**src/verilog/cpuPkg.sv**
```systemverilog
package cpuPkg;

  ////////////////////////////////////////////////////////////////////////////
  // widths and memory sizes
  localparam int dataWidth    = 16;   // word and address width
  localparam int regAddrWidth = 4;    // 16 registers
  localparam int imemDepth    = 256;  // instruction words
  localparam int dmemDepth    = 256;  // data words
  localparam int dmemLatency  = 3;    // busy cycles per data access
  localparam int pcStep       = 2;    // byte step per instruction

  // forwarding selects into execute
  localparam logic [1:0] fwdNone = 2'd0;
  localparam logic [1:0] fwdMem  = 2'd1;  // from EX/MEM
  localparam logic [1:0] fwdWb   = 2'd2;  // from MEM/WB

  ////////////////////////////////////////////////////////////////////////////
  // instruction encodings, top nibble of the word
  typedef enum logic [3:0] {
    ADD = 4'h0,
    SUB = 4'h1,
    XOR = 4'h2,
    SLL = 4'h4,
    SRA = 4'h5,
    LW  = 4'h8,
    SW  = 4'h9,
    LLB = 4'hA,
    LHB = 4'hB,
    B   = 4'hC,
    HLT = 4'hF
  } opcodeT;

  // alu operation picked in decode
  typedef enum logic [2:0] {
    aluAdd, aluSub, aluXor, aluSll, aluSra, aluPassB, aluLlb, aluLhb
  } aluOpT;

  // branch condition, bits 11:9 of a B word
  typedef enum logic [2:0] {
    NEQ, EQ, GT, LT, GTE, LTE, OVFL, UNCOND
  } brCondT;

endpackage

```
**src/verilog/alu.sv**
```systemverilog
module alu (
  input  cpuPkg::aluOpT                aluOp,
  input  logic [cpuPkg::dataWidth-1:0] a,
  input  logic [cpuPkg::dataWidth-1:0] b,
  output logic [cpuPkg::dataWidth-1:0] result,
  output logic                         zero,
  output logic                         overflow,
  output logic                         negative
);
  import cpuPkg::*;

  logic [dataWidth-1:0] sum, diff, satVal;
  logic                 sumOvf, diffOvf;
  logic [$clog2(dataWidth)-1:0] shamt;

  assign sum   = a + b;
  assign diff  = a - b;
  assign shamt = b[$clog2(dataWidth)-1:0];  // low 4 bits

  // signed overflow, operand signs vs result sign
  assign sumOvf  = (a[dataWidth-1] == b[dataWidth-1]) && (sum[dataWidth-1] != a[dataWidth-1]);
  assign diffOvf = (a[dataWidth-1] != b[dataWidth-1]) && (diff[dataWidth-1] != a[dataWidth-1]);
  // clamp toward the side of a
  assign satVal  = {a[dataWidth-1], {(dataWidth-1){~a[dataWidth-1]}}};

  always_comb begin
    overflow = 1'b0;
    unique case (aluOp)
      aluAdd: begin
        result   = sumOvf ? satVal : sum;
        overflow = sumOvf;
      end
      aluSub: begin
        result   = diffOvf ? satVal : diff;
        overflow = diffOvf;
      end
      aluXor:   result = a ^ b;
      aluSll:   result = a << shamt;
      aluSra:   result = $signed(a) >>> shamt;
      aluPassB: result = b;
      aluLlb:   result = {a[dataWidth-1:dataWidth/2], b[dataWidth/2-1:0]}; // new low byte
      aluLhb:   result = {b[dataWidth/2-1:0], a[dataWidth/2-1:0]};         // new high byte
    endcase
  end

  assign zero     = (result == '0);
  assign negative = result[dataWidth-1];

endmodule

```
**src/verilog/registerFile.sv**
```systemverilog
module registerFile (
  input  logic                            clk,
  input  logic                            reset,
  input  logic [cpuPkg::regAddrWidth-1:0] srcReg1,
  input  logic [cpuPkg::regAddrWidth-1:0] srcReg2,
  input  logic [cpuPkg::regAddrWidth-1:0] dstReg,
  input  logic                            writeReg,
  input  logic [cpuPkg::dataWidth-1:0]    dstData,
  output logic [cpuPkg::dataWidth-1:0]    srcData1,
  output logic [cpuPkg::dataWidth-1:0]    srcData2
);
  import cpuPkg::*;

  logic [dataWidth-1:0] regs [2**regAddrWidth];

  always_ff @(posedge clk) begin
    if (reset)
      regs <= '{default: '0};
    else if (writeReg && dstReg != '0)
      regs[dstReg] <= dstData;  // r0 stays zero
  end

  // r0 reads zero, a same-cycle write shows through
  function automatic logic [dataWidth-1:0] readPort(input logic [regAddrWidth-1:0] src);
    if (src == '0)
      return '0;
    if (writeReg && dstReg == src)
      return dstData;
    return regs[src];
  endfunction

  always_comb begin
    srcData1 = readPort(srcReg1);
    srcData2 = readPort(srcReg2);
  end

endmodule

```
**src/verilog/instrDecoder.sv**
```systemverilog
module instrDecoder (
  input  logic [cpuPkg::dataWidth-1:0]    instr,
  output cpuPkg::opcodeT                  opcode,
  output logic [cpuPkg::regAddrWidth-1:0] rd,
  output logic [cpuPkg::regAddrWidth-1:0] rs,
  output logic [cpuPkg::regAddrWidth-1:0] rt,
  output logic [cpuPkg::dataWidth-1:0]    imm,
  output cpuPkg::brCondT                  brCond,
  output logic [8:0]                      brOff,
  output logic                            regWrite,
  output logic                            memToReg,
  output logic                            memWrite,
  output logic                            memRead,
  output logic                            aluSrc,
  output logic                            branch,
  output logic                            halt,
  output cpuPkg::aluOpT                   aluOp
);
  import cpuPkg::*;

  logic byteImm;  // LLB / LHB carry an 8-bit immediate

  assign opcode  = opcodeT'(instr[15:12]);
  assign byteImm = opcode inside {LLB, LHB};

  ////////////////////////////////////////////////////////////////////////////
  // fields
  assign rd = instr[11:8];
  // LLB/LHB modify rd in place, so rd is also operand a
  assign rs = byteImm ? instr[11:8] : instr[7:4];
  assign rt = (opcode inside {SW, LLB, LHB}) ? instr[11:8] : instr[3:0];
  assign imm = byteImm ? {{(dataWidth-8){instr[7]}}, instr[7:0]}
                       : {{(dataWidth-4){instr[3]}}, instr[3:0]}; // offset or shamt
  assign brCond = brCondT'(instr[11:9]);
  assign brOff  = instr[8:0];

  ////////////////////////////////////////////////////////////////////////////
  // controls
  always_comb begin
    {regWrite, memToReg, memWrite, memRead, aluSrc, branch, halt} = '0;
    aluOp = aluPassB;
    case (opcode)
      ADD: begin regWrite = 1'b1; aluOp = aluAdd; end
      SUB: begin regWrite = 1'b1; aluOp = aluSub; end
      XOR: begin regWrite = 1'b1; aluOp = aluXor; end
      SLL: begin regWrite = 1'b1; aluSrc = 1'b1; aluOp = aluSll; end
      SRA: begin regWrite = 1'b1; aluSrc = 1'b1; aluOp = aluSra; end
      LW: begin
        regWrite = 1'b1;
        memToReg = 1'b1;
        memRead  = 1'b1;
        aluSrc   = 1'b1;
        aluOp    = aluAdd;            // base + offset
      end
      SW: begin memWrite = 1'b1; aluSrc = 1'b1; aluOp = aluAdd; end
      LLB: begin regWrite = 1'b1; aluSrc = 1'b1; aluOp = aluLlb; end
      LHB: begin regWrite = 1'b1; aluSrc = 1'b1; aluOp = aluLhb; end
      B:   branch = 1'b1;
      HLT: halt = 1'b1;
      default: ;                      // spare encodings run as nops
    endcase
  end

endmodule

```
**src/verilog/hazardUnit.sv**
```systemverilog
module hazardUnit (
  input  logic [cpuPkg::regAddrWidth-1:0] rsD,
  input  logic [cpuPkg::regAddrWidth-1:0] rtD,
  input  logic [cpuPkg::regAddrWidth-1:0] rsE,
  input  logic [cpuPkg::regAddrWidth-1:0] rtE,
  input  logic                            memReadE,
  input  logic                            regWriteM,
  input  logic                            regWriteW,
  input  logic [cpuPkg::regAddrWidth-1:0] writeRegE,
  input  logic [cpuPkg::regAddrWidth-1:0] writeRegM,
  input  logic [cpuPkg::regAddrWidth-1:0] writeRegW,
  input  logic                            branchTakenE,
  output logic                            stallF,
  output logic                            stallD,
  output logic                            flushD,
  output logic                            flushE,
  output logic [1:0]                      fwdA,
  output logic [1:0]                      fwdB
);
  import cpuPkg::*;

  logic loadUse;

  // newest producer wins, r0 never forwards
  function automatic logic [1:0] pickFwd(input logic [regAddrWidth-1:0] src);
    if (src == '0)
      return fwdNone;
    if (regWriteM && writeRegM == src)
      return fwdMem;
    if (regWriteW && writeRegW == src)
      return fwdWb;
    return fwdNone;
  endfunction

  always_comb begin
    fwdA = pickFwd(rsE);
    fwdB = pickFwd(rtE);
  end

  // load in execute feeding decode, one bubble
  assign loadUse = memReadE && (writeRegE != '0) &&
                   ((writeRegE == rsD) || (writeRegE == rtD));

  assign stallF = loadUse && !branchTakenE;  // redirect overrides the hold
  assign stallD = loadUse && !branchTakenE;
  assign flushD = branchTakenE;              // two younger instrs dropped
  assign flushE = loadUse || branchTakenE;

endmodule

```
**src/verilog/cpuCore.sv**
```systemverilog
module cpuCore (
  input  logic                            clk,
  input  logic                            reset,
  input  logic                            run,
  output logic [cpuPkg::dataWidth-1:0]    instrAddr,
  input  logic [cpuPkg::dataWidth-1:0]    instr,
  output logic                            dataReq,
  output logic                            dataWrite,
  output logic [cpuPkg::dataWidth-1:0]    dataAddr,
  output logic [cpuPkg::dataWidth-1:0]    dataWdata,
  input  logic [cpuPkg::dataWidth-1:0]    dataRdata,
  input  logic                            dataBusy,
  output logic                            hlt,
  output logic [cpuPkg::dataWidth-1:0]    pcOut,
  output logic                            wbValid,
  output logic [cpuPkg::regAddrWidth-1:0] wbReg,
  output logic [cpuPkg::dataWidth-1:0]    wbData
);
  import cpuPkg::*;

  // IF
  logic [dataWidth-1:0] pc, pcPlusF;
  logic                 en, busyQ, memDone, fetchStop, haltPending;
  // ID
  logic                    validD;
  logic [dataWidth-1:0]    instrD, pcPlusD, immD, rfDataA, rfDataB;
  opcodeT                  opcodeD;
  aluOpT                   aluOpD;
  brCondT                  brCondD;
  logic [8:0]              brOffD;
  logic [regAddrWidth-1:0] rdD, rsD, rtD;
  logic regWriteD, memToRegD, memWriteD, memReadD, aluSrcD, branchD, haltD, setFlagsD;
  // EX
  logic regWriteE, memToRegE, memWriteE, memReadE, aluSrcE, branchE, haltE, setFlagsE;
  aluOpT                   aluOpE;
  brCondT                  brCondE;
  logic [8:0]              brOffE;
  logic [regAddrWidth-1:0] rsE, rtE, writeRegE;
  logic [dataWidth-1:0]    srcAE, srcBE, immE, pcPlusE, opAE, opBE, aluOutE, targetE;
  logic                    zeroE, ovflE, negE, condMet, branchTakenE;
  logic                    flagZ, flagV, flagN;  // flags register
  // MEM, WB
  logic                    regWriteM, memToRegM, memWriteM, memReadM, haltM;
  logic [regAddrWidth-1:0] writeRegM, writeRegW;
  logic [dataWidth-1:0]    aluOutM, storeDataM, wbDataW;
  logic                    regWriteW, haltW;
  // hazard controls
  logic       stallF, stallD, flushD, flushE;
  logic [1:0] fwdA, fwdB;

  ////////////////////////////////////////////////////////////////////////////
  // fetch and global stall

  // a data access stalls from its request until the cycle busy drops
  assign memDone   = busyQ && !dataBusy;              // rdata valid now
  assign dataReq   = (memReadM || memWriteM) && !memDone;
  assign en        = run && !dataBusy && !dataReq;    // one enable for all stages
  assign pcPlusF   = pc + dataWidth'(pcStep);
  assign fetchStop = (haltD && validD) || haltPending; // no fetch past HLT
  assign instrAddr = pc;
  assign pcOut     = pc;

  always_ff @(posedge clk) begin
    if (reset) begin
      pc          <= '0;
      busyQ       <= 1'b0;
      haltPending <= 1'b0;
    end else begin
      busyQ <= dataBusy;
      if (en) begin
        if (branchTakenE)
          pc <= targetE;                              // redirect wins over stalls
        else if (!stallF && !fetchStop)
          pc <= pcPlusF;
        if (haltD && validD && !flushE)
          haltPending <= 1'b1;                        // HLT went into execute
      end
    end
  end

  // IF/ID register holds a bubble as a zero word with valid low
  always_ff @(posedge clk) begin
    if (reset) begin
      validD <= 1'b0;
      instrD <= '0;
    end else if (en) begin
      if (flushD) begin
        validD <= 1'b0;
        instrD <= '0;
      end else if (stallD) begin
        validD <= validD;                             // load-use hold
      end else if (fetchStop) begin
        validD <= 1'b0;
        instrD <= '0;
      end else begin
        validD  <= 1'b1;
        instrD  <= instr;
        pcPlusD <= pcPlusF;
      end
    end
  end

  ////////////////////////////////////////////////////////////////////////////
  // decode

  instrDecoder dec (
    .instr(instrD), .opcode(opcodeD), .rd(rdD), .rs(rsD), .rt(rtD), .imm(immD),
    .brCond(brCondD), .brOff(brOffD), .regWrite(regWriteD), .memToReg(memToRegD),
    .memWrite(memWriteD), .memRead(memReadD), .aluSrc(aluSrcD), .branch(branchD),
    .halt(haltD), .aluOp(aluOpD)
  );

  registerFile regs (
    .clk(clk), .reset(reset), .srcReg1(rsD), .srcReg2(rtD),
    .dstReg(writeRegW), .writeReg(regWriteW), .dstData(wbDataW),
    .srcData1(rfDataA), .srcData2(rfDataB)
  );

  hazardUnit hzd (
    .rsD(rsD), .rtD(rtD), .rsE(rsE), .rtE(rtE),
    .memReadE(memReadE), .regWriteM(regWriteM), .regWriteW(regWriteW),
    .writeRegE(writeRegE), .writeRegM(writeRegM), .writeRegW(writeRegW),
    .branchTakenE(branchTakenE), .stallF(stallF), .stallD(stallD),
    .flushD(flushD), .flushE(flushE), .fwdA(fwdA), .fwdB(fwdB)
  );

  assign setFlagsD = opcodeD inside {ADD, SUB, XOR};

  // ID/EX control
  always_ff @(posedge clk) begin
    if (reset) begin
      {regWriteE, memToRegE, memWriteE, memReadE, branchE, haltE, setFlagsE} <= '0;
    end else if (en) begin
      if (flushE || !validD)
        {regWriteE, memToRegE, memWriteE, memReadE, branchE, haltE, setFlagsE} <= '0;
      else
        {regWriteE, memToRegE, memWriteE, memReadE, branchE, haltE, setFlagsE} <=
          {regWriteD, memToRegD, memWriteD, memReadD, branchD, haltD, setFlagsD};
    end
  end

  // ID/EX payload
  always_ff @(posedge clk) begin
    if (en) begin
      aluOpE  <= aluOpD;
      brCondE <= brCondD;
      {aluSrcE, brOffE}             <= {aluSrcD, brOffD};
      {rsE, rtE, writeRegE}         <= {rsD, rtD, rdD};
      {srcAE, srcBE, immE, pcPlusE} <= {rfDataA, rfDataB, immD, pcPlusD};
    end else begin
      srcAE <= opAE;                                  // keep forwarded operands while frozen
      srcBE <= opBE;
    end
  end

  ////////////////////////////////////////////////////////////////////////////
  // execute

  function automatic logic [dataWidth-1:0] fwdMux(input logic [1:0] sel,
                                                  input logic [dataWidth-1:0] regVal);
    case (sel)
      fwdMem:  return aluOutM;
      fwdWb:   return wbDataW;
      default: return regVal;
    endcase
  endfunction

  always_comb begin
    opAE = fwdMux(fwdA, srcAE);
    opBE = fwdMux(fwdB, srcBE);
  end

  alu exAlu (
    .aluOp(aluOpE), .a(opAE), .b(aluSrcE ? immE : opBE), .result(aluOutE),
    .zero(zeroE), .overflow(ovflE), .negative(negE)
  );

  always_comb begin
    unique case (brCondE)
      NEQ:    condMet = !flagZ;
      EQ:     condMet = flagZ;
      GT:     condMet = !flagZ && !flagN;
      LT:     condMet = flagN;
      GTE:    condMet = flagZ || !flagN;
      LTE:    condMet = flagZ || flagN;
      OVFL:   condMet = flagV;
      UNCOND: condMet = 1'b1;
    endcase
  end

  assign branchTakenE = branchE && condMet;
  assign targetE = pcPlusE + {{(dataWidth-10){brOffE[8]}}, brOffE, 1'b0}; // word offset

  always_ff @(posedge clk) begin
    if (reset)
      {flagZ, flagV, flagN} <= '0;
    else if (en && setFlagsE)
      {flagZ, flagV, flagN} <= {zeroE, ovflE, negE};  // only ADD, SUB, XOR
  end

  ////////////////////////////////////////////////////////////////////////////
  // memory and writeback

  always_ff @(posedge clk) begin
    if (reset)
      {regWriteM, memToRegM, memWriteM, memReadM, haltM} <= '0;
    else if (en)
      {regWriteM, memToRegM, memWriteM, memReadM, haltM} <=
        {regWriteE, memToRegE, memWriteE, memReadE, haltE};
  end

  always_ff @(posedge clk) begin
    if (en) begin
      writeRegM  <= writeRegE;
      aluOutM    <= aluOutE;
      storeDataM <= opBE;                             // forwarded rt is the SW data
    end
  end

  assign dataWrite = memWriteM;
  assign dataAddr  = aluOutM;
  assign dataWdata = storeDataM;

  // WB takes a bubble on every frozen cycle, so each result is traced once
  always_ff @(posedge clk) begin
    if (reset || !en)
      {regWriteW, haltW} <= '0;
    else
      {regWriteW, haltW} <= {regWriteM, haltM};
    writeRegW <= writeRegM;
    wbDataW   <= memToRegM ? dataRdata : aluOutM;
  end

  always_ff @(posedge clk) begin
    if (reset)
      hlt <= 1'b0;
    else if (haltW)
      hlt <= 1'b1;                                    // sticky
  end

  assign wbValid = regWriteW;
  assign wbReg   = writeRegW;
  assign wbData  = wbDataW;

  // once halted the pc stays parked and nothing more retires
  assert property (@(posedge clk) disable iff (reset)
    hlt |=> hlt && $stable(pc) && !wbValid);
  // a busy memory freezes the pipe, so no result retires meanwhile
  assert property (@(posedge clk) disable iff (reset) dataBusy |-> !wbValid);

endmodule

```
**config.mk**
```make
export PLATFORM = sky130hd
export DESIGN_NAME = cpuCore
export DESIGN_NICKNAME = d
export VERILOG_FILES = /design/src/verilog/cpuPkg.sv /design/src/verilog/alu.sv /design/src/verilog/registerFile.sv /design/src/verilog/instrDecoder.sv /design/src/verilog/hazardUnit.sv /design/src/verilog/cpuCore.sv
export SDC_FILE = /design/constraint.sdc
export NUM_CORES = 1
export LEC_CHECK = 0
export ABC_AREA = 1
export BUFFER_PORTS_ARGS = -buffer_cell sky130_fd_sc_hd__buf_4
export CORE_MARGIN = 2
export CORE_UTILIZATION = 50
export CTS_CLUSTER_SIZE = 40
export DETAILED_ROUTE_END_ITERATION = 12
export GPL_TIMING_DRIVEN = 1
export MAX_ROUTING_LAYER = met4
export PLACE_DENSITY = 0.71
export RECOVER_POWER = 25
export SLEW_MARGIN = 25
export SYNTH_ARGS = -nofsm -noshare
export SYNTH_HDL_FRONTEND = slang
export SYNTH_SLANG_ARGS = --single-unit
```
**constraint.sdc**
```tcl
create_clock -name clk -period 7.35 [get_ports clk]
set_input_delay 1.1025 -clock clk [delete_from_list [all_inputs] [get_ports clk]]
set_output_delay 1.1025 -clock clk [all_outputs]
set_load 0.01 [all_outputs]
```
# After elaboration in Yosys (flattened, before gate mapping)
# Cells that the tools add are included.
# op_classes
add_sub_neg,4
order_cmp,4
eq_ne,41
shifts,2
muxes,82
n_bitwise,9
reduce_logical,63
# op_table
op,count
two-way mux 16 bit,25
bitwise mux 256 bit,1
binary-select mux 16 bit (select 4 bit),2
one-hot mux 16 bit (8 select lines),1
demux 16 bit (select 4 bit),1
one-hot mux 16 bit (2 select lines),2
two-way mux 1 bit,33
adder 16 bit,2
== test 4 bit,8
== test 3 bit (second input constant),8
== test 4 bit (second input constant),6
two-way mux 2 bit,12
logical AND 1 bit,23
one-hot mux 3 bit (7 select lines),1
zero test 4 bit,5
adder 16 x 2 -> 16 bit (second input constant),1
zero test 16 bit,1
<< shifter 16 x 4 -> 16 bit,1
>>> shifter 16 x 4 -> 16 bit,1
subtractor 16 bit,1
bitwise XOR 16 bit,1
>= comparator 5 bit (second input constant),3
inverter 4 -> 5 bit,3
== test 3 x 2 -> 1 bit (second input constant),4
other kinds (25),59
# word_totals
reg_bits,471
inputBits,36
output_inout_bits,88
wordCells,259

# Longest topological paths before layout
# Gate-level depths: netlist (run 1).
# logic_depth
depth_word,18
mapped_depth,44
depth_no_buf,41

# Cells and area by module
# From an unflattened synthesis (run 1), not the netlist that was laid out.
# hier_totals
hier_cells,4595
hier_area_um2,29385.7
# modules_own_cells
mod,instances,cells_per_inst,area_per_inst_um2,seq_area_each_um2
registerFile,1,2447,14765.4,5124.9
cpuCore,1,1018,9208.8,5465.2
alu,1,915,4361.7,0.0
instrDecoder,1,99,543.0,0.0
hazardUnit,1,116,506.7,0.0

# Worst setup path before layout (run 1)
# Ideal clock, no wire load.
# synth_path
kind,reg-to-reg
from,reg writeRegW[2] (netlist: wbReg[2])
to,reg flagZ
setup_time_ns,0.065
arrival_ns,5.378
required_time_ns,7.285
setup_slack_ns,1.907
path_stages_with_launch,41
path_buffers,5
period_less_slack_ns,5.443
cell_sequence,dfxtp_1 clkbuf_1 xor2_1 a21oi_1 o221a_2 and3_1 inv_1 ha_1 inv_2 nand3_1 o21a_1 nand2_1 nand2_1 inv_1 buf_2 buf_2 ha_1 clkbuf_1 [5 not listed] nand2_1 a21oi_1 o21bai_1 fa_1 nor2_2 nand3_2 nand2_2 inv_2 buf_2 a21oi_1 nand3_1 nor2_1 nand2_1 nor2_1 nand3_1 nor2_1 nor2_1 nor2_1
# synth_between
elab_chain_cells,17
elab_cells_between_ends,41
cone_classes,add/sub: 2; eq/ne: 10; shift: 2; mux: 20; bitwise: 2; reduce/logical: 5
# synth_lines
item,line_no,source
start: declaration,cpuCore.sv:44,"logic [regAddrWidth-1:0] writeRegM, writeRegW;"
start signal: assignment,cpuCore.sv:230,writeRegW <= writeRegM;
== test 4 bit (*),hazardUnit.sv:30,if (regWriteW && writeRegW == src)
logical AND 1 bit (*),hazardUnit.sv:30,
two-way mux 1 bit (2 in series),hazardUnit.sv:30,
two-way mux 1 bit,hazardUnit.sv:28,if (regWriteM && writeRegM == src)
two-way mux 2 bit (*),hazardUnit.sv:32,return fwdNone;
two-way mux 2 bit (*),hazardUnit.sv:30,
two-way mux 2 bit (*),hazardUnit.sv:28,
== test 2 bit or == test 2 x 1 -> 1 bit (tied branches),cpuCore.sv:161,case (sel)
one-hot mux 16 bit (2 select lines) (*),cpuCore.sv:161,
named net opBE[3],cpuCore.sv:39,"logic [dataWidth-1:0] srcAE, srcBE, immE, pcPlusE, opAE, opBE, aluOutE, targetE;"
two-way mux 16 bit (*),cpuCore.sv:174,".aluOp(aluOpE), .a(opAE), .b(aluSrcE ? immE : opBE), .result(aluOutE),"
subtractor 16 bit or adder 16 bit (tied branches),"alu.sv:17, alu.sv:16",
"inequality test 1 bit, on equally long branches","alu.sv:22, alu.sv:21",
"logical AND 1 bit, on equally long branches","alu.sv:22, alu.sv:21",
"two-way mux 16 bit, on equally long branches","alu.sv:34, alu.sv:30",
one-hot mux 16 bit (8 select lines) (*),alu.sv:28,unique case (aluOp)
zero test 16 bit (*),alu.sv:46,assign zero = (result == '0);
end signal: assignment,cpuCore.sv:198,"{flagZ, flagV, flagN} <= {zeroE, ovflE, negE};"
end: declaration,cpuCore.sv:41,"logic flagZ, flagV, flagN;"
# The timed path passes the listed nets; every way through them passes the cells marked *. The select of a mux whose other input is x is not followed.
# A chain may end at the register's enable or synchronous reset.

# Final worst setup path (run 1)
# layout_path
from,reg memReadM
to,reg flagN
# layout_between
elab_chain_cells,5
# layout_lines
item,line_no,source
start: declaration,cpuCore.sv:43,"logic regWriteM, memToRegM, memWriteM, memReadM, haltM;"
start signal: assignment,cpuCore.sv:208,"{regWriteM, memToRegM, memWriteM, memReadM, haltM} <="
logical OR 1 bit,cpuCore.sv:56,assign dataReq = (memReadM || memWriteM) && !memDone;
logical AND 1 bit,cpuCore.sv:56,
zero test 1 bit,cpuCore.sv:57,assign en = run && !dataBusy && !dataReq;
logical AND 1 bit,cpuCore.sv:57,
logical AND 1 bit,cpuCore.sv:197,else if (en && setFlagsE)
end signal: assignment,cpuCore.sv:198,
end: declaration,cpuCore.sv:41,
# Every way passes these cells.

==> metrics, run 1 <==
Peak supply drop 0.1990 mV; Rows 84; Synth area leader dfxtp_1; initial antenna violation count 4; Synth warnings 0; core box area 52760 um^2; Reg clk slew, reported paths 0.06 ns; HP Class reg2reg; Hold Buf Count CTS 0; router iterations before antenna repair 6; clk root buf clkbuf_16; remaining global-route overflow 0; clk_skew 0.02781 ns; syn_area_per_cell 6.715 um^2; setup TNS 0 ns; Top cell by count, worst path inv_1; HPWL after DPL 71.41 mm; Starting Density 50.67%; family with the most delay on the worst path buffers and inverters; reported max-cap violation count 7; total track usage 37.31%; Post-CTS Repair Setup Buffers 0; Crit Path Class reg2reg; final count of hold timing violations 0; largest net degree at the start of global routing 94; WP data required 7.77 ns; Leak 12.15 nW; syn nets 4071; Final #Nets 4022; Post-synth EDFFs 96; RePlAce Congestion 1.066; die height 235.2 um; vias in the first global route 25.09k; total wire length 103.4 mm; CP Max Fanout 36; cts bufs inserted 51; flops & latches, synth 455; Synth Instances 3981; Slew @ Worst Pin 2.956 ns; RSZ-0062 raised after global routing false; I/O Pins 124; fin crit period 6.768 ns; Antenna Violating Nets Remaining 0; Critical Path AT 7.19 ns; Layout area overhead 10.14%; share of cells above drive strength 1 8.933%; Residual DRC 0; synth cell count leaders nand2_1 (887), nand3_1 (488), o21ai_0 (486), nor2_1 (432), dfxtp_1 (359); post-synthesis cell type count 59; DR iter-0 viols 3701; # resized after CTS 0; period utilisation layout 92.09%; status finished, violations left; CP max stage delay 2.08 ns; Yosys top cell area share 26.89%; # port buffers 123; Clk pwr share 37.5%; sequential area share after synthesis 37.67%; combinational share of power 23.2%; most common cell in the netlist nand2_1; wire per inst 22.16 um; switch share 34.00%; CTS tree done; clk_lat worst skew 0.63 ns; Finished Core Util 55.80%; Setup crit start kind flip-flop; via count 27.91k; Die X 235.2 um; power density cells 238.9 nW/um^2; worst-path cell chain o21a_1, inv_1, nand3_1, clkbuf_1, clkinvlp_2, nand2_1, inv_1, o21ai_0, a21oi_1; final setup fails 0; Buf+Inv Stages, Crit Path 4; Synth Cell Area 26730 um^2; H-tree Lvls 2; FILL cells 5235; maximum root-to-sink buffer count 3; die area 55330 um^2; CP Capture Type flip-flop; # clock sinks 455; Slew Limit Fails 169; violated checks capacitance limit, slew limit; sequential share of power 39.3%; net load switching power 0.002391 W; Crit-path slowest cell clkinvlp_2; Slew HR -97.09%; vias per std cell 5.982; Internal Power 0.004642 W; Synth Flop Type dfxtp_1; Highest Clock Rate 147.7 MHz; ys async rst share 0%; ranking of synthesized cells by area dfxtp_1 (27%), nand2_1 (12%), edfxtp_1 (11%), nand3_1 (9.1%), o21ai_0 (9.1%); global-route wire length before repair 155.5 mm
-- final cells by class --
class,instances,area [um^2],area share (%)
Antenna cell,4,10.01,0.03400
Clock buffer,75,1572,5.338
Clock inverter,20,157.7,0.5355
Inverter,306,1160,3.939
Multi-Input combinational cell,2936,14260,48.44
Sequential cell,455,10070,34.20
Tap cell,688,860.8,2.924
Timing Repair Buffer,182,1351,4.590
-- through the flow --
| step | total power (W) | cell area (um^2) | hold slack [ns] | std cells | setup WS, ns |
|---|---|---|---|---|---|
| 5_1_grt | 0.007256 | 29440 | 0.3789 | 4666 | 0.1596 |
| 6_report | 0.007033 | 29440 | 0.3742 | 4666 | 0.5817 |
| 2_1_floorplan | 0.003774 | 26730 | 0.3480 | 3981 | 1.907 |
| 3_3_place_gp | 0.004402 | 27740 | 0.3527 | 4567 | 0.9823 |
| 3_5_place_dp | 0.004384 | 27750 | 0.3611 | 4567 | 0.9914 |
| 4_1_cts | 0.006988 | 29480 | 0.3758 | 4662 | 0.9890 |
-- worst register-to-register path, delay by kind of cell (launching register included) --
family | cells | cell delay [ns]
buffers and inverters | 4 | 3.53
DFF | 1 | 1.08
AOI/OAI and AO/OA | 3 | 1.01
and+or+nand+nor | 2 | 0.98
-- layout by cell type, fill, tap and decap left out, drive strengths merged, types with 12 or more instances in the layout --
cell type / count
mux2: 12
or2: 26
ha: 50
o211ai: 28
edfxtp: 96
o22ai: 27
inv: 292
nand2: 898
nor3: 20
nand4: 19
o21ai: 515
xor2: 46
nand3: 491
a21oi: 259
nor2: 440
clkinv: 30
dfxtp: 359
clkbuf: 79
buf: 178
a31oi: 43
-- sequential cells by signal, indices dropped and copies added, names as in the netlist, 3 cells and up --
signal     count
rtE            4
regs.regs    256
wbReg          4
srcBE         16
brOffE         8
dataAddr      16
srcAE         16
instrD        16
wbData        16
immE           4
pcPlusE       16
writeRegM      4
instrAddr     16
aluOpE         3
pcPlusD       16
dataWdata     16
brCondE        3
rsE            4
-- power by group through the flow --
stage / registers [W] / logic [W] / clock network, W
floorplan: 0.00277 / 0.00101 / 0
global placement: 0.00281 / 0.00159 / 0
detailed placement: 0.00281 / 0.00157 / 0
CTS: 0.00276 / 0.00158 / 0.00265
global route: 0.00276 / 0.00174 / 0.00275
finish: 0.00276 / 0.00163 / 0.00264
-- routing by layer --
metal  part of all wire, %  track usage, %  vias to the layer above
li1                      -               -                    13140
met1                    42           50.63                    12880
met2                    43           55.65                     1644
met3                    11           6.954                      251
met4                   3.8           13.20                        0
met5                     0               -                        -
-- cell families (layout without fill, tap and decap cells) --
kind of cell             after synthesis  after routing  share of synthesized area (%)
AND/OR/NAND/NOR                     1909           1909                          30.22
AO/OA/AOI/OAI                        909            909                          18.19
buffers and inverters                590            583                          9.066
flip-flops                           455            455                          37.67
adder cells (fa/ha/maj)               54             54                          2.640
XOR/XNOR                              52             52                          1.704
multiplexers                          12             12                         0.5055
other                                  0              4                              0
-- final timing paths --
| check | to | from | cells past startpoint | slack (ns) |
|---|---|---|---|---|
| worst max-delay path | flagN | memReadM | 9 | 0.58 |
| worst min-delay path | wbReg[1] | writeRegM[1] | 0 | 0.37 |
| worst max register to register | flagN | memReadM | 9 | 0.58 |
| worst min register to register | wbReg[1] | writeRegM[1] | 0 | 0.37 |
No activity file was read; power rests on OpenSTA's default activity.
==> run 2, diff against run 1 <==
--- a/config.mk
+++ b/config.mk
@@ -5,16 +5,17 @@
 export SDC_FILE = /design/constraint.sdc
 export NUM_CORES = 1
 export LEC_CHECK = 0
-export ABC_AREA = 1
+export ABC_AREA = 0
 export BUFFER_PORTS_ARGS = -buffer_cell sky130_fd_sc_hd__buf_4
 export CORE_MARGIN = 2
-export CORE_UTILIZATION = 50
+export CORE_UTILIZATION = 30
 export CTS_CLUSTER_SIZE = 40
 export DETAILED_ROUTE_END_ITERATION = 12
 export GPL_TIMING_DRIVEN = 1
 export MAX_ROUTING_LAYER = met4
-export PLACE_DENSITY = 0.71
+export PLACE_DENSITY = 0.49
 export RECOVER_POWER = 25
+export SKIP_CTS_REPAIR_TIMING = 1
 export SLEW_MARGIN = 25
 export SYNTH_ARGS = -nofsm -noshare
 export SYNTH_HDL_FRONTEND = slang
==> run 2 against run 1 <==
Compared with the run above: the run still ends with capacitance limit, slew limit left; sequential power decreased by 3%; worst setup slack got worse by 0.29 ns; area after synthesis increased by 0.16%; sequential cell count unchanged; hold slack improved by 0.044 ns; critical path type unchanged; largest power group is now clock.
==> metrics, run 2 <==
status finished, violations left (unchanged); violated checks capacitance limit, slew limit (unchanged); Rows 109 (was 84); Setup crit start kind flip-flop (unchanged); # port buffers 123 (unchanged); clk root buf clkbuf_16 (unchanged); initial antenna violation count 0 (was 4); Highest Clock Rate 141.7 MHz (was 147.7 MHz); FILL cells 9405 (was 5235); R2R depth 30 (was 9); Layout area overhead 16.42% (was 10.14%); Residual DRC 0 (unchanged); maximum root-to-sink buffer count 3 (unchanged); global-route wire length before repair 163.9 mm (was 155.5 mm); vias in the first global route 24.89k (was 25.09k); hold path depth 0 (unchanged); CP Capture Type flip-flop (unchanged); post-synthesis cell type count 91 (was 59); syn nets 3711 (was 4071); Synth Cell Area 26780 um^2 (was 26730 um^2); top routing layer in use met4 (unchanged); Met3 Routed Length 8.456 mm (was 11.74 mm); share of cells above drive strength 1 12.40% (was 8.933%); cts bufs inserted 54 (was 51); clk_lat worst skew 0.64 ns (was 0.63 ns); DRT met1 WL 49.15 mm (was 43.10 mm); reg2reg setup slack 0.29 ns (was 0.58 ns); die area 91660 um^2 (was 55330 um^2); largest net degree at the start of global routing 169 (was 94); total wire length 110.9 mm (was 103.4 mm); Critical Path AT 7.63 ns (was 7.19 ns); router iterations before antenna repair 6 (unchanged); clk_skew 0.02737 ns (was 0.02781 ns); CP Max Fanout 5 (was 36); Synth Instances 3621 (was 3981); wire per inst 22.94 um (was 22.16 um); hold slack final 0.4187 ns (was 0.3742 ns); CP max stage delay 0.52 ns (was 2.08 ns); Synth Flop Type dfxtp_1 (unchanged); HPWL after DPL 72.88 mm (was 71.41 mm); Yosys top cell area share 26.84% (was 26.89%); vias per std cell 5.523 (was 5.982); Top cell by count, worst path buf_4 (was inv_1); via count 26.71k (was 27.91k); remaining global-route overflow 0 (unchanged); synth cell count leaders nand2_1 (1137), a21oi_1 (365), dfxtp_1 (359), clkbuf_1 (258), nand3_1 (151) (was nand2_1 (887), nand3_1 (488), o21ai_0 (486), nor2_1 (432), dfxtp_1 (359)); FF-to-FF Start rtE[2] (was memReadM); setup TNS 0 ns (unchanged); Slew HR -159.8% (was -97.09%); WP data required 7.92 ns (was 7.77 ns); HP Start pcPlusD[8] (was writeRegM[1]); commonest non-fill, non-tap cell in the layout nand2_1 (unchanged); hold endpoint pcPlusE[8] (was wbReg[1]); H-tree Lvls 2 (unchanged); DR iter-0 viols 2563 (was 3701); reported max-cap violation count 4 (was 7); Synth warnings 0 (unchanged); fin crit period 7.059 ns (was 6.768 ns); number of diodes 0 (was 4); RSZ-0062 raised after global routing false (unchanged); DR WL met2 49.76 mm (was 44.61 mm); Largest Register regs.regs (unchanged); Post-synth EDFFs 96 (unchanged); power density cells 207.5 nW/um^2 (was 238.9 nW/um^2); Reg-to-Reg End flagZ (was flagN); Peak supply drop 0.2008 mV (was 0.1990 mV); Slew Limit Fails 299 (was 169); Leak 10.57 nW (was 12.15 nW); Synth area leader dfxtp_1 (unchanged); Antenna Violating Nets Remaining 0 (unchanged); # clock sinks 455 (unchanged); core box area 88370 um^2 (was 52760 um^2); Final #Nets 3717 (was 4022); ranking of synthesized cells by area dfxtp_1 (27%), nand2_1 (16%), edfxtp_1 (11%), a21oi_1 (6.8%), clkbuf_1 (3.6%) (was dfxtp_1 (27%), nand2_1 (12%), edfxtp_1 (11%), nand3_1 (9.1%), o21ai_0 (9.1%)); CTS tree done (unchanged); Starting Density 30.30% (was 50.67%); Crit-path slowest cell or4b_1 (was clkinvlp_2); final count of hold timing violations 0 (unchanged); period utilisation layout 96.04% (was 92.09%); Reg clk slew, reported paths 0.06 ns (about the same); total track usage 24.16% (was 37.31%); die height 302.8 um (was 235.2 um); flops & latches, synth 455 (unchanged); Die X 302.8 um (was 235.2 um); RePlAce Congestion 1.017 (was 1.066); HP Class reg2reg (unchanged); max reg flops 256 (unchanged); I/O Pins 124 (unchanged); most frequent cells in the layout nand2_1 (1137), a21oi_1 (364), dfxtp_1 (359), buf_4 (250), nand3_1 (150) (was nand2_1 (887), nand3_1 (488), o21ai_0 (487), nor2_1 (430), dfxtp_1 (359)); most common cell in the netlist nand2_1 (unchanged); sequential area share after synthesis 37.61% (was 37.67%); Slew @ Worst Pin 3.897 ns (was 2.956 ns); final setup fails 0 (unchanged); Crit Path Class reg2reg (unchanged); ys async rst share 0% (unchanged); syn_area_per_cell 7.395 um^2 (was 6.715 um^2)
==> run 2: cell types whose count changed after synthesis, moves of 108 or more <==
cell / previous run / this run
a311oi_1: 0 / 108
inv_1: 282 / 64
nand2_1: 887 / 1137
nand3_1: 488 / 151
nor2_1: 432 / 149
o21ai_0: 486 / 76
==> run 2: where the power goes <==
part | internal, W | leakage, nW | total [W] | switching, W
sequential | 0.00261 | 3.82 | 0.00268 | 0.0000692
combinational | 0.000355 | 5.88 | 0.00104 | 0.000688
clock | 0.00158 | 0.878 | 0.00274 | 0.00117
total | 0.00455 | 10.6 | 0.00647 | 0.00192
==> run 2: per-stage QoR <==
step / util, % / setup WS [ns] / total power, W / cell area [um^2] / std cells
6_report: 35.27 / 0.2910 / 0.006469 / 31170 / 4835
2_1_floorplan: - / 0.001743 / 0.003311 / 26860 / 3621
4_1_cts: 35.11 / -0.02292 / 0.006488 / 31030 / 4829
3_3_place_gp: 33.08 / 0.05074 / 0.003749 / 29240 / 4729
5_1_grt: 35.27 / 0.002734 / 0.006675 / 31170 / 4835
3_5_place_dp: 33.11 / 0.01673 / 0.003738 / 29260 / 4730
==> run 2: cell families (layout without fill, tap and decap cells) <==
family          Yosys count  in the layout  synth area share, %
flops                   455            455                37.61
simple gates           1667           1667                26.30
mux                      84             84                3.378
buf+inv                 393            442                5.944
xor+xnor                 72             72                2.355
fa+ha+maj                54             54                2.636
compound gates          896            896                21.78
==> run 2: worst max path at each step <==
| stage | startpoint | to | slack, ns | depth (start not counted) |
|---|---|---|---|---|
| floorplan | wbReg[3] | flagZ | 0.002 | 32 |
| global placement | rtE[2] | flagZ | 0.05 | 28 |
| detailed placement | rtE[2] | flagZ | 0.02 | 27 |
| CTS | rtE[2] | flagZ | -0.02 | 27 |
| global route | rtE[0] | flagZ | 0.003 | 30 |
| finish | rtE[2] | flagZ | 0.29 | 30 |
==> run 2: critical path, delay by kind of cell (launching register included) <==
family	cells	cell delay [ns]
buffers and inverters	5	0.82
adder cells (fa/ha/maj)	3	1.05
XOR/XNOR	1	0.14
AND/OR/NAND/NOR	8	2.00
AO/OA/AOI/OAI	13	2.58
flip-flops	1	0.42
==> run 2: layout make-up <==
class	instances	area, um^2	share of cell area, %
clock buffer	68	1455	4.668
clock inverter	31	311.5	0.9994
inverter	73	285.3	0.9151
multi-input combinational	2773	15510	49.75
sequential	455	10070	32.30
tap	1165	1458	4.676
timing repair buffer	270	2085	6.687
==> run 2: per-layer routing <==
metal,vias to the layer above,track usage (%)
met4,0,7.776
met2,1068,36.77
li1,12640,-
met3,206,4.003
met1,12800,32.56
met5,-,-
